===== config.mk =====
export PLATFORM = sky130hd
export DESIGN_NAME = pause_tx_top
export DESIGN_NICKNAME = d
export VERILOG_FILES = /design/src/pause_pkg.sv /design/src/mcf_if.sv /design/src/pause_ctrl_tx.sv /design/src/mcf_frame_tx.sv /design/src/pause_tx_top.sv
export VERILOG_INCLUDE_DIRS = /design/src
export SDC_FILE = /design/constraint.sdc
export NUM_CORES = 1
export LEC_CHECK = 0
export BUFFER_PORTS_ARGS = -buffer_cell sky130_fd_sc_hd__buf_2
export CAP_MARGIN = 30
export CORE_MARGIN = 2
export CORE_UTILIZATION = 45
export DETAILED_ROUTE_END_ITERATION = 8
export PLACE_DENSITY_LB_ADDON = 0.1
export SLEW_MARGIN = 5
export SYNTH_ARGS = -nofsm -noshare
export SYNTH_HDL_FRONTEND = slang
export SYNTH_SLANG_ARGS = --single-unit

===== constraint.sdc =====
create_clock -name clk -period 23.9 [get_ports clk]
set_clock_uncertainty 0.15 [all_clocks]
set_input_delay 1.195 -clock clk [delete_from_list [all_inputs] [get_ports clk]]
set_output_delay 1.195 -clock clk [all_outputs]
set_load 0.02 [all_outputs]

===== src/pause_consts.svh =====
// Frame geometry and timer precision; params must hold a full PFC field of 18 bytes
`ifndef PAUSE_CONSTS_SVH
`define PAUSE_CONSTS_SVH

// Parameter field of a MAC control frame, sized for PFC
`define PAUSE_PARAMS_BYTES 18

// Frame length on the byte stream, FCS not included
`define PAUSE_MIN_FRAME_BYTES 60

// Fraction bits below the quanta in the refresh timers
`define PAUSE_QFB 8

`endif


===== src/pause_pkg.sv =====
// Shared flow-control types; quanta are in units of 512 bit times, eight priority classes
`default_nettype none

package pause_pkg;

    // ------------------------------
    // Addresses and pause times
    // ------------------------------

    typedef logic [47:0] mac_addr_t;

    typedef logic [15:0] quanta_t;

    // ------------------------------
    // Per-class PFC values
    // ------------------------------

    // One bit per priority class
    typedef logic [7:0] prio_vec_t;

    // Indexed by class, class 0 in the low word
    typedef quanta_t [7:0] prio_quanta_t;

endpackage

`default_nettype wire


===== src/mcf_if.sv =====
// One MAC control frame with valid/ready; fields hold stable until the transfer
`timescale 1ns/1ps
`default_nettype none

`include "pause_consts.svh"

interface mcf_if;
    import pause_pkg::*;

    logic                              valid;
    logic                              ready;
    mac_addr_t                         eth_dst;
    mac_addr_t                         eth_src;
    logic [15:0]                       eth_type;
    logic [15:0]                       opcode;
    // Byte i sits in bits 8i+7:8i and goes on the wire in order of i
    logic [8*`PAUSE_PARAMS_BYTES-1:0]  params;

    modport src (
        output valid, eth_dst, eth_src, eth_type, opcode, params,
        input  ready
    );

    modport sink (
        input  valid, eth_dst, eth_src, eth_type, opcode, params,
        output ready
    );

endinterface

`default_nettype wire


===== src/pause_ctrl_tx.sv =====
// PAUSE/PFC transmit request tracking; no back-pressure on the change path, PFC wins ties
`timescale 1ns/1ps
`default_nettype none

`include "pause_consts.svh"

module pause_ctrl_tx #(
    parameter bit PFC_EN = 1'b1
) (
    input  logic                     clk,
    input  logic                     rst,

    mcf_if.src                       mcf,

    input  logic                     tx_lfc_req,
    input  logic                     tx_lfc_resend,
    input  pause_pkg::prio_vec_t     tx_pfc_req,
    input  logic                     tx_pfc_resend,

    input  pause_pkg::mac_addr_t     cfg_lfc_eth_dst,
    input  pause_pkg::mac_addr_t     cfg_lfc_eth_src,
    input  logic [15:0]              cfg_lfc_eth_type,
    input  logic [15:0]              cfg_lfc_opcode,
    input  logic                     cfg_lfc_en,
    input  pause_pkg::quanta_t       cfg_lfc_quanta,
    input  pause_pkg::quanta_t       cfg_lfc_refresh,
    input  pause_pkg::mac_addr_t     cfg_pfc_eth_dst,
    input  pause_pkg::mac_addr_t     cfg_pfc_eth_src,
    input  logic [15:0]              cfg_pfc_eth_type,
    input  logic [15:0]              cfg_pfc_opcode,
    input  logic                     cfg_pfc_en,
    input  pause_pkg::prio_quanta_t  cfg_pfc_quanta,
    input  pause_pkg::prio_quanta_t  cfg_pfc_refresh,
    input  logic [9:0]               cfg_quanta_step,
    input  logic                     cfg_quanta_clk_en,

    output logic                     stat_lfc_pkt,
    output logic                     stat_lfc_xon,
    output logic                     stat_lfc_xoff,
    output logic                     stat_lfc_paused,
    output logic                     stat_pfc_pkt,
    output pause_pkg::prio_vec_t     stat_pfc_xon,
    output pause_pkg::prio_vec_t     stat_pfc_xoff,
    output pause_pkg::prio_vec_t     stat_pfc_paused
);
    import pause_pkg::*;

    localparam int QW    = $bits(quanta_t);
    localparam int TW    = QW + `PAUSE_QFB;
    localparam int NPRIO = $bits(prio_vec_t);
    localparam int PW    = 8 * `PAUSE_PARAMS_BYTES;

    logic             lfc_req_reg, lfc_req_next;
    logic             lfc_act_reg, lfc_act_next;
    logic             lfc_send_reg, lfc_send_next;
    prio_vec_t        pfc_req_reg, pfc_req_next;
    prio_vec_t        pfc_act_reg, pfc_act_next;
    prio_vec_t        pfc_en_reg, pfc_en_next;
    logic             pfc_send_reg, pfc_send_next;
    logic             pfc_sel_reg, pfc_sel_next;
    logic             valid_reg, valid_next;

    logic [TW-1:0]    lfc_timer_reg, lfc_timer_next;
    logic [TW-1:0]    pfc_timer_reg [NPRIO];
    logic [TW-1:0]    pfc_timer_next [NPRIO];

    logic             lfc_pkt_next, lfc_xon_next, lfc_xoff_next, pfc_pkt_next;
    prio_vec_t        pfc_xon_next, pfc_xoff_next;

    logic             pfc_frame;
    logic [PW-1:0]    lfc_params;
    logic [PW-1:0]    pfc_params;

    // Quanta go on the wire high byte first
    function automatic logic [15:0] wire_order(input quanta_t q);
        return {q[7:0], q[15:8]};
    endfunction

    // ------------------------------
    // Frame contents
    // ------------------------------

    always_comb begin
        lfc_params = '0;
        lfc_params[15:0] = lfc_req_reg ? wire_order(cfg_lfc_quanta) : 16'h0000;

        pfc_params = '0;
        pfc_params[15:0] = {pfc_en_reg, 8'h00};
        for (int k = 0; k < NPRIO; k++) begin
            pfc_params[16*(k+1) +: 16] = pfc_req_reg[k] ? wire_order(cfg_pfc_quanta[k]) : 16'h0000;
        end
    end

    assign pfc_frame    = PFC_EN && pfc_sel_reg;
    assign mcf.valid    = valid_reg;
    assign mcf.eth_dst  = pfc_frame ? cfg_pfc_eth_dst : cfg_lfc_eth_dst;
    assign mcf.eth_src  = pfc_frame ? cfg_pfc_eth_src : cfg_lfc_eth_src;
    assign mcf.eth_type = pfc_frame ? cfg_pfc_eth_type : cfg_lfc_eth_type;
    assign mcf.opcode   = pfc_frame ? cfg_pfc_opcode : cfg_lfc_opcode;
    assign mcf.params   = pfc_frame ? pfc_params : lfc_params;

    assign stat_lfc_paused = lfc_req_reg;
    assign stat_pfc_paused = pfc_req_reg;

    // ------------------------------
    // Request tracking and refresh
    // ------------------------------

    always_comb begin
        lfc_req_next   = lfc_req_reg;
        lfc_act_next   = lfc_act_reg;
        lfc_send_next  = lfc_send_reg | tx_lfc_resend;
        pfc_req_next   = pfc_req_reg;
        pfc_act_next   = pfc_act_reg;
        pfc_en_next    = pfc_en_reg;
        pfc_send_next  = pfc_send_reg | tx_pfc_resend;
        pfc_sel_next   = pfc_sel_reg;
        valid_next     = valid_reg && !mcf.ready;
        lfc_timer_next = lfc_timer_reg;
        pfc_timer_next = pfc_timer_reg;

        lfc_pkt_next  = 1'b0;
        lfc_xon_next  = 1'b0;
        lfc_xoff_next = 1'b0;
        pfc_pkt_next  = 1'b0;
        pfc_xon_next  = '0;
        pfc_xoff_next = '0;

        // An expired timer asks for another XOFF while the class stays requested
        if (cfg_quanta_clk_en) begin
            if (lfc_timer_reg > TW'(cfg_quanta_step)) begin
                lfc_timer_next = lfc_timer_reg - TW'(cfg_quanta_step);
            end else begin
                lfc_timer_next = '0;
                lfc_send_next  = lfc_send_next | lfc_req_reg;
            end
            for (int k = 0; k < NPRIO; k++) begin
                if (pfc_timer_reg[k] > TW'(cfg_quanta_step)) begin
                    pfc_timer_next[k] = pfc_timer_reg[k] - TW'(cfg_quanta_step);
                end else begin
                    pfc_timer_next[k] = '0;
                    pfc_send_next     = pfc_send_next | pfc_req_reg[k];
                end
            end
        end

        if (cfg_lfc_en && !valid_reg) begin
            if (lfc_req_reg != tx_lfc_req) begin
                lfc_req_next  = tx_lfc_req;
                lfc_act_next  = lfc_act_reg | tx_lfc_req;
                lfc_send_next = 1'b1;
            end
            if (lfc_send_reg && !(PFC_EN && cfg_pfc_en && pfc_send_reg)) begin
                pfc_sel_next   = 1'b0;
                valid_next     = lfc_act_reg;
                lfc_act_next   = lfc_req_reg;
                lfc_send_next  = 1'b0;
                lfc_timer_next = lfc_req_reg ? {cfg_lfc_refresh, {`PAUSE_QFB{1'b0}}} : '0;
                lfc_pkt_next   = lfc_act_reg;
                lfc_xon_next   = lfc_act_reg && !lfc_req_reg;
                lfc_xoff_next  = lfc_act_reg && lfc_req_reg;
            end
        end

        if (PFC_EN && cfg_pfc_en && !valid_reg) begin
            if (pfc_req_reg != tx_pfc_req) begin
                pfc_req_next  = tx_pfc_req;
                pfc_act_next  = pfc_act_reg | tx_pfc_req;
                pfc_send_next = 1'b1;
            end
            if (pfc_send_reg) begin
                // Released classes stay enabled in this frame so that they get an XON
                pfc_sel_next  = 1'b1;
                valid_next    = pfc_act_reg != '0;
                pfc_en_next   = pfc_act_reg;
                pfc_act_next  = pfc_req_reg;
                pfc_send_next = 1'b0;
                for (int k = 0; k < NPRIO; k++) begin
                    pfc_timer_next[k] = pfc_req_reg[k] ?
                        {cfg_pfc_refresh[k], {`PAUSE_QFB{1'b0}}} : '0;
                end
                pfc_pkt_next  = pfc_act_reg != '0;
                pfc_xon_next  = pfc_act_reg & ~pfc_req_reg;
                pfc_xoff_next = pfc_act_reg & pfc_req_reg;
            end
        end
    end

    always_ff @(posedge clk) begin
        if (rst) begin
            lfc_req_reg   <= 1'b0;
            lfc_act_reg   <= 1'b0;
            lfc_send_reg  <= 1'b0;
            pfc_req_reg   <= '0;
            pfc_act_reg   <= '0;
            pfc_en_reg    <= '0;
            pfc_send_reg  <= 1'b0;
            pfc_sel_reg   <= PFC_EN;
            valid_reg     <= 1'b0;
            lfc_timer_reg <= '0;
            for (int k = 0; k < NPRIO; k++) begin
                pfc_timer_reg[k] <= '0;
            end
            stat_lfc_pkt  <= 1'b0;
            stat_lfc_xon  <= 1'b0;
            stat_lfc_xoff <= 1'b0;
            stat_pfc_pkt  <= 1'b0;
            stat_pfc_xon  <= '0;
            stat_pfc_xoff <= '0;
        end else begin
            lfc_req_reg   <= lfc_req_next;
            lfc_act_reg   <= lfc_act_next;
            lfc_send_reg  <= lfc_send_next;
            pfc_req_reg   <= pfc_req_next;
            pfc_act_reg   <= pfc_act_next;
            pfc_en_reg    <= pfc_en_next;
            pfc_send_reg  <= pfc_send_next;
            pfc_sel_reg   <= pfc_sel_next;
            valid_reg     <= valid_next;
            lfc_timer_reg <= lfc_timer_next;
            pfc_timer_reg <= pfc_timer_next;
            stat_lfc_pkt  <= lfc_pkt_next;
            stat_lfc_xon  <= lfc_xon_next;
            stat_lfc_xoff <= lfc_xoff_next;
            stat_pfc_pkt  <= pfc_pkt_next;
            stat_pfc_xon  <= pfc_xon_next;
            stat_pfc_xoff <= pfc_xoff_next;
        end
    end

endmodule

`default_nettype wire


===== src/mcf_frame_tx.sv =====
// Control frame to byte stream; one frame at a time, 60 bytes without FCS or preamble
`timescale 1ns/1ps
`default_nettype none

`include "pause_consts.svh"

module mcf_frame_tx (
    input  logic        clk,
    input  logic        rst,

    mcf_if.sink         mcf,

    output logic [7:0]  tx_data,
    output logic        tx_valid,
    output logic        tx_last,
    input  logic        tx_ready
);
    import pause_pkg::*;

    localparam int NBYTES   = `PAUSE_MIN_FRAME_BYTES;
    localparam int CW       = $clog2(NBYTES);
    localparam int SRC_OFS  = 6;
    localparam int TYPE_OFS = 12;
    localparam int OPC_OFS  = 14;
    localparam int PAR_OFS  = 16;
    localparam int PAD_OFS  = PAR_OFS + `PAUSE_PARAMS_BYTES;

    logic                              busy_reg;
    logic [CW-1:0]                     cnt_reg;

    mac_addr_t                         dst_reg;
    mac_addr_t                         src_reg;
    logic [15:0]                       type_reg;
    logic [15:0]                       opcode_reg;
    logic [8*`PAUSE_PARAMS_BYTES-1:0]  params_reg;

    assign mcf.ready = !busy_reg;
    assign tx_valid  = busy_reg;
    assign tx_last   = busy_reg && (cnt_reg == CW'(NBYTES - 1));

    // ------------------------------
    // Byte select
    // ------------------------------

    // Header fields go most significant byte first, params in byte order, then padding
    always_comb begin
        tx_data = 8'h00;
        if (cnt_reg < SRC_OFS) begin
            tx_data = dst_reg[8*(SRC_OFS-1-cnt_reg) +: 8];
        end else if (cnt_reg < TYPE_OFS) begin
            tx_data = src_reg[8*(TYPE_OFS-1-cnt_reg) +: 8];
        end else if (cnt_reg < OPC_OFS) begin
            tx_data = type_reg[8*(OPC_OFS-1-cnt_reg) +: 8];
        end else if (cnt_reg < PAR_OFS) begin
            tx_data = opcode_reg[8*(PAR_OFS-1-cnt_reg) +: 8];
        end else if (cnt_reg < PAD_OFS) begin
            tx_data = params_reg[8*(cnt_reg-PAR_OFS) +: 8];
        end
    end

    // ------------------------------
    // Sequencing
    // ------------------------------

    always_ff @(posedge clk) begin
        if (rst) begin
            busy_reg <= 1'b0;
            cnt_reg  <= '0;
        end else if (!busy_reg) begin
            if (mcf.valid) begin
                busy_reg <= 1'b1;
                cnt_reg  <= '0;
            end
        end else if (tx_ready) begin
            // Step only when a byte moves
            if (tx_last) begin
                busy_reg <= 1'b0;
                cnt_reg  <= '0;
            end else begin
                cnt_reg <= cnt_reg + 1'b1;
            end
        end
    end

    always_ff @(posedge clk) begin
        if (mcf.valid && mcf.ready) begin
            dst_reg    <= mcf.eth_dst;
            src_reg    <= mcf.eth_src;
            type_reg   <= mcf.eth_type;
            opcode_reg <= mcf.opcode;
            params_reg <= mcf.params;
        end
    end

endmodule

`default_nettype wire


===== src/pause_tx_top.sv =====
// Flow-control transmit top; the byte stream carries no FCS and is not arbitrated with data
`timescale 1ns/1ps
`default_nettype none

module pause_tx_top #(
    parameter bit PFC_EN = 1'b1
) (
    input  logic                     clk,
    input  logic                     rst,

    input  logic                     tx_lfc_req,
    input  logic                     tx_lfc_resend,
    input  pause_pkg::prio_vec_t     tx_pfc_req,
    input  logic                     tx_pfc_resend,

    input  pause_pkg::mac_addr_t     cfg_lfc_eth_dst,
    input  pause_pkg::mac_addr_t     cfg_lfc_eth_src,
    input  logic [15:0]              cfg_lfc_eth_type,
    input  logic [15:0]              cfg_lfc_opcode,
    input  logic                     cfg_lfc_en,
    input  pause_pkg::quanta_t       cfg_lfc_quanta,
    input  pause_pkg::quanta_t       cfg_lfc_refresh,
    input  pause_pkg::mac_addr_t     cfg_pfc_eth_dst,
    input  pause_pkg::mac_addr_t     cfg_pfc_eth_src,
    input  logic [15:0]              cfg_pfc_eth_type,
    input  logic [15:0]              cfg_pfc_opcode,
    input  logic                     cfg_pfc_en,
    input  pause_pkg::prio_quanta_t  cfg_pfc_quanta,
    input  pause_pkg::prio_quanta_t  cfg_pfc_refresh,
    input  logic [9:0]               cfg_quanta_step,
    input  logic                     cfg_quanta_clk_en,

    output logic                     stat_lfc_pkt,
    output logic                     stat_lfc_xon,
    output logic                     stat_lfc_xoff,
    output logic                     stat_lfc_paused,
    output logic                     stat_pfc_pkt,
    output pause_pkg::prio_vec_t     stat_pfc_xon,
    output pause_pkg::prio_vec_t     stat_pfc_xoff,
    output pause_pkg::prio_vec_t     stat_pfc_paused,

    output logic [7:0]               tx_data,
    output logic                     tx_valid,
    output logic                     tx_last,
    input  logic                     tx_ready
);

    // Control frame from the request tracker to the serializer
    mcf_if mcf ();

    pause_ctrl_tx #(
        .PFC_EN (PFC_EN)
    ) i_ctrl (
        .mcf (mcf),
        .*
    );

    mcf_frame_tx i_frame (
        .clk      (clk),
        .rst      (rst),
        .mcf      (mcf),
        .tx_data  (tx_data),
        .tx_valid (tx_valid),
        .tx_last  (tx_last),
        .tx_ready (tx_ready)
    );

endmodule

`default_nettype wire


-- After elaboration in Yosys (flattened, before gate mapping)
Index checks and enable logic that the tools add are counted.
- bits in registers: 545
- input port bits: 571
- word-level logic and storage cells: 212
- output and inout port bits: 39
- reduce and logical (&&, ||, !) cells: 34
- multiplexer cells: 79
- equal/unequal tests: 4
- add/sub/neg operators: 15
- magnitude comparators: 14
- bitwise gates (word level): 21
- shift-type cells: 5
- operator list (operator ; number):
    192-bit 2-to-1 mux ; 3
    24-bit 2-to-1 mux ; 21
    24-bit by 10-bit greater-than comparator with 1-bit output ; 9
    24-bit by 10-bit subtractor with 24-bit output ; 9
    144-bit by 33-bit variable part select with 8-bit output ; 1
    48-bit 2-to-1 mux ; 2
    48-bit by 33-bit variable part select with 8-bit output ; 2
    16-bit by 33-bit variable part select with 8-bit output ; 2
    16-bit 2-to-1 mux ; 4
    8-bit 2-to-1 mux ; 7
    1-bit 2-to-1 mux ; 38
    2-bit AND reduction ; 14
    6-bit 2-to-1 mux ; 4
    4-bit by 6-bit subtractor with 7-bit output (first input constant) ; 3
    8-bit bitwise AND ; 2
    6-bit by 4-bit < comparator with 1-bit output (second input constant) ; 2
    1-bit OR ; 12
    1-bit logical AND ; 9
    8-bit != test ; 1
    8-bit NOT ; 1
    8-bit OR ; 1
    8-bit nonzero test ; 1
    3-bit by 6-bit subtractor with 7-bit output (first input constant) ; 1
    6-bit by 5-bit subtractor with 7-bit output (second input constant) ; 1
    other kinds (12) ; 22

-- Longest topological paths before layout
- word-level depth: 28
- gate-level depth with buffers: 13
- gate-level depth less buffers: 11

-- Hierarchy
From an unflattened synthesis, not the netlist that was laid out.
- cells, all modules: 2883
- area, all modules: 29681.0 µm²
- modules (own cells, without submodules) (module ; cells an instance ; sequential area each (µm²) ; area each (µm²) ; times used):
    pause_ctrl_tx ; 2323 ; 5325.1 ; 18629.1 ; 1
    mcf_frame_tx ; 560 ; 8308.0 ; 11051.8 ; 1

-- Worst setup path after synthesis
No wires, ideal clock.
- path kind: register to register
- from: register i_frame.busy_reg, in the netlist i_frame.tx_valid
- to: register i_frame.cnt_reg[3]
- stages on the path, launching flop included: 7
- buffers on the path: 1
- period minus slack after synthesis: 14.841 ns
- library setup time: 0.070 ns
- arrival: 14.621 ns
- required time: 23.680 ns
- setup slack: 9.059 ns
- path through: dfxtp_1 -> clkbuf_1 -> nor2b_1 -> a21oi_1 -> nor3_1 -> nand3_1 -> a21oi_1
- word-level cells in the longest chain between the ends: 4
- elaborated cells between the ends (all ways): 7
- classes of those cells: eq/ne: 1; mux: 3; reduce/logical: 3
- RTL lines (item ; RTL line ; text):
    start, declared ; mcf_frame_tx.sv:28 ; logic busy_reg;
    start signal, assigned ; mcf_frame_tx.sv:67 ; busy_reg <= 1'b0;
    start signal, assigned ; mcf_frame_tx.sv:71 ; busy_reg <= 1'b1;
    start signal, assigned ; mcf_frame_tx.sv:77 ; busy_reg <= 1'b0;
    1-bit logical AND ; mcf_frame_tx.sv:39 ; assign tx_last = busy_reg && (cnt_reg == CW'(NBYTES - 1));
    6-bit 2-to-1 mux ; mcf_frame_tx.sv:76 ; if (tx_last) begin
    6-bit 2-to-1 mux ; mcf_frame_tx.sv:74 ; end else if (tx_ready) begin
    6-bit 2-to-1 mux ; mcf_frame_tx.sv:69 ; end else if (!busy_reg) begin
    end signal, assigned ; mcf_frame_tx.sv:80 ; cnt_reg <= cnt_reg + 1'b1;
    end, declared ; mcf_frame_tx.sv:29 ; logic [CW-1:0] cnt_reg;
Several ways; a longest one is shown, not always the timed one. The select of a mux whose other input is x is not followed.
A chain may end at the register's enable or synchronous reset.

-- Worst setup path after layout
- from: register i_frame.cnt_reg[2]
- to: output tx_data[5]
- word-level cells in the longest chain between the ends: 7
- elaborated cells between the ends (all ways): 20
- classes of those cells: add/sub: 5; order compare: 5; shift: 5; mux: 5
- RTL lines (item ; RTL line ; text):
    6-bit by 5-bit subtractor with 7-bit output ; mcf_frame_tx.sv:57 ; tx_data = params_reg[8*(cnt_reg-PAR_OFS) +: 8];
    144-bit by 33-bit variable part select with 8-bit output ; mcf_frame_tx.sv:57 ;
    8-bit 2-to-1 mux ; mcf_frame_tx.sv:56 ; end else if (cnt_reg < PAD_OFS) begin
    8-bit 2-to-1 mux ; mcf_frame_tx.sv:54 ; end else if (cnt_reg < PAR_OFS) begin
    8-bit 2-to-1 mux ; mcf_frame_tx.sv:52 ; end else if (cnt_reg < OPC_OFS) begin
    8-bit 2-to-1 mux ; mcf_frame_tx.sv:50 ; end else if (cnt_reg < TYPE_OFS) begin
    8-bit 2-to-1 mux (*) ; mcf_frame_tx.sv:48 ; if (cnt_reg < SRC_OFS) begin
    end, declared ; pause_tx_top.sv:42 ; output logic [7:0] tx_data,
Every way passes the cells marked *; elsewhere a longest branch is shown, timed or not.

==> impl_metrics.json <==
{
  "cts.path.max_buffers": 3,
  "ys_ff_latch": 545,
  "root_buffer": "clkbuf_16",
  "cpMaxStageDelayCell": "dfxtp_1",
  "max_cap_violations": 0,
  "die_area_mm2": 0.0676,
  "synth_nets": 3573,
  "cpLargestDelayFamily": "flip-flops",
  "dr.pass1.iters": 5,
  "fin_crit_sh_pct": 20.5,
  "max_freq_mhz": 204,
  "row_count": 93,
  "ir_drop_uv": 70.5,
  "antenna_found_initial": 11,
  "finalSetupViolations": 0,
  "hold_viol": 0,
  "synth_warnings": 0,
  "layout-drive-gt1-share_pct": 28.0,
  "ios": 610,
  "routed-via-count": 25000,
  "initial_core_util_pct": 45.7,
  "postSynthAreaPerCell_um2": 10.2,
  "grt_start_max_net_pins": 202,
  "report.power.total_w": 0.00361,
  "worst_pin_slew_ns": 1.09,
  "grt_use_total_pct": 28.3,
  "syn_area_mm2": 0.0295,
  "area_growth_pct": 20.9,
  "tns_ns": 0,
  "routabilityCongestion": 0.922,
  "vias_per_cell": 5.71,
  "p_leak_nw": 14.7,
  "synth.most_common_cell": "nand2_1",
  "antenna_left": 0,
  "cp_data_required_time_ns": 22.56,
  "post-cts-setup-buffer-count": 0,
  "stdcell_area_mm2": 0.0357,
  "rsz0062_at_grt": "false",
  "routedWlPerCell_um": 22.7,
  "relSlewSlack_pct": 26.3,
  "synth-edff-count": 272,
  "path_cells": "inv_2 > ha_1 > o21ai_0 > nand4_1 > o22ai_1 > a21oi_1 > nand2_1 > buf_2",
  "max_stage_delay_ns": 0.90,
  "grt_pass1_vias": 24700,
  "coreArea_mm2": 0.0646,
  "synth_top_area_share_pct": 27.7,
  "h-tree-depth": 3,
  "ys.flop_type": "dfxtp_1",
  "overflow": 0,
  "period_minus_slack_ns": 4.90,
  "cts_resized": 0,
  "grt_first_pass_wirelength_mm": 146,
  "fin_nets": 4143,
  "cts_buffers": 66,
  "hpwl_mm": 72.8,
  "ctsHoldBuffers": 0,
  "die_w_um": 260,
  "die_h_um": 260,
  "ys_seq_area_share_pct": 46.2,
  "powerDensity_mw_per_mm2": 101,
  "synth_top_cell_by_area": "edfxtp_1",
  "drc": 0,
  "drt_iter0_drc": 1755,
  "final_max_slew_viol_count": 0,
  "totalWireLength_mm": 99.3,
  "path_buf_inv": 2,
  "cts_tree": "yes",
  "worstPathMaxFanout": 21,
  "crit_type": "register to output pin",
  "numPortBuffers": 609,
  "worstSkewPairLatency_ns": 0.60,
  "netlist_top_cells_area": "edfxtp_1, dfxtp_1, mux2_2",
  "worstPathArrival_ns": 3.56,
  "synthCells": 2892,
  "postPlaceCellArea_mm2": 0.0334,
  "synth.cells.most_frequent": "nand2_1, dfxtp_1, edfxtp_1, a21oi_1, nor2_1",
  "path_clk_slew_ns": 0.06,
  "status": "finished, final reports clean",
  "crit_path_end_kind": "output pin",
  "largest_reg_flops": 192,
  "holdCritPathClass": "register to register",
  "crit_path_start_kind": "register",
  "ys_types": 82,
  "async_flop_share_pct": 0,
  "clock_sinks": 545
}
path summary, 6_finish.rpt:
path	slack (ns)	end	from	cells past startpoint
worst min register to register	0.31	i_ctrl.pfc_timer_reg[96]$_SDFF_PP0_	i_ctrl.pfc_timer_reg[96]$_SDFF_PP0_	2
worst max-delay path	19.00	tx_data[5]	i_frame.cnt_reg[2]$_SDFFE_PP0P_	8
worst min-delay path	0.31	i_ctrl.pfc_timer_reg[96]$_SDFF_PP0_	i_ctrl.pfc_timer_reg[96]$_SDFF_PP0_	2
worst max register to register	20.58	i_ctrl.pfc_timer_reg[61]$_SDFF_PP0_	i_ctrl.pfc_timer_reg[48]$_SDFF_PP0_	11
layout by cell type (no fill, tap or decap), types with 11 or more instances in the layout:
| master | n |
|---|---|
| nor2b_1 | 21 |
| or3_1 | 21 |
| a21oi_1 | 171 |
| clkbuf_1 | 15 |
| nand3b_1 | 14 |
| a21o_1 | 17 |
| nor3b_1 | 17 |
| nor3_1 | 63 |
| mux2_2 | 142 |
| mux2i_1 | 55 |
| nand4_1 | 48 |
| dfxtp_1 | 270 |
| o21ai_0 | 162 |
| clkinv_2 | 13 |
| ha_1 | 101 |
| and3_1 | 134 |
| nand2_1 | 305 |
| a211oi_1 | 32 |
| a22oi_1 | 27 |
| a21boi_0 | 11 |
| xor2_1 | 111 |
| mux4_2 | 48 |
| buf_4 | 33 |
| or2_2 | 12 |
| and2_1 | 24 |
| nand3_1 | 107 |
| edfxtp_1 | 272 |
| xnor2_1 | 80 |
| or4_1 | 18 |
| o21a_1 | 21 |
| nor4_1 | 32 |
| nand2b_1 | 19 |
| nor2_1 | 168 |
| buf_2 | 610 |
| o22ai_1 | 24 |
| clkbuf_16 | 66 |
| inv_1 | 49 |
metal layers:
metal  routed length (µm)  track usage, %
met5                   77               0
met1                39400            35.3
met2                49700            49.6
met3                 6900            4.34
met4                 3240            10.0
worst reg2reg max path: cells and delay by family, from the launching register on:
family / cells / cell delay, ns
AND/OR/NAND/NOR: 2 / 0.48
buffers and inverters: 2 / 0.13
adder cells (fa/ha/maj): 2 / 0.40
flip-flops: 1 / 0.34
AO/OA/AOI/OAI: 5 / 1.72
cell families after synthesis:
logic type	share of synthesized area, %
mux	10.9
buf+inv	2.71
flops	46.2
xor+xnor	5.67
simple gates	17.6
compound gates	12.0
fa+ha+maj	4.89
through the flow:
step           std cells  setup WS, ns  util, %  hold slack (ns)
3_3_place_gp        4240         18.52     51.6            0.292
2_1_floorplan       2892          9.06        -            0.279
4_1_cts             4367         18.89     55.2            0.312
3_5_place_dp        4247         19.26     51.8            0.302
5_1_grt             4369         18.73     55.2            0.329
6_report            4374         19.00     55.2            0.310
layout make-up:
| cell class | count | area (µm²) |
|---|---|---|
| fillers | 5744 | 28900 |
| multi-input cells | 2148 | 15100 |
| flip-flops and latches | 545 | 13600 |
| repair buffers | 650 | 3430 |
| clock buffers | 86 | 1780 |
| well taps | 855 | 1070 |
| clock inverters | 34 | 433 |
| inverters | 51 | 191 |
| diodes | 5 | 12.5 |
power breakdown:
group          internal [W]  switching (W)
clock              0.000626       0.000409
sequential          0.00116       0.000134
combinational      0.000552       0.000731
No activity file was read; power rests on OpenSTA's default activity.
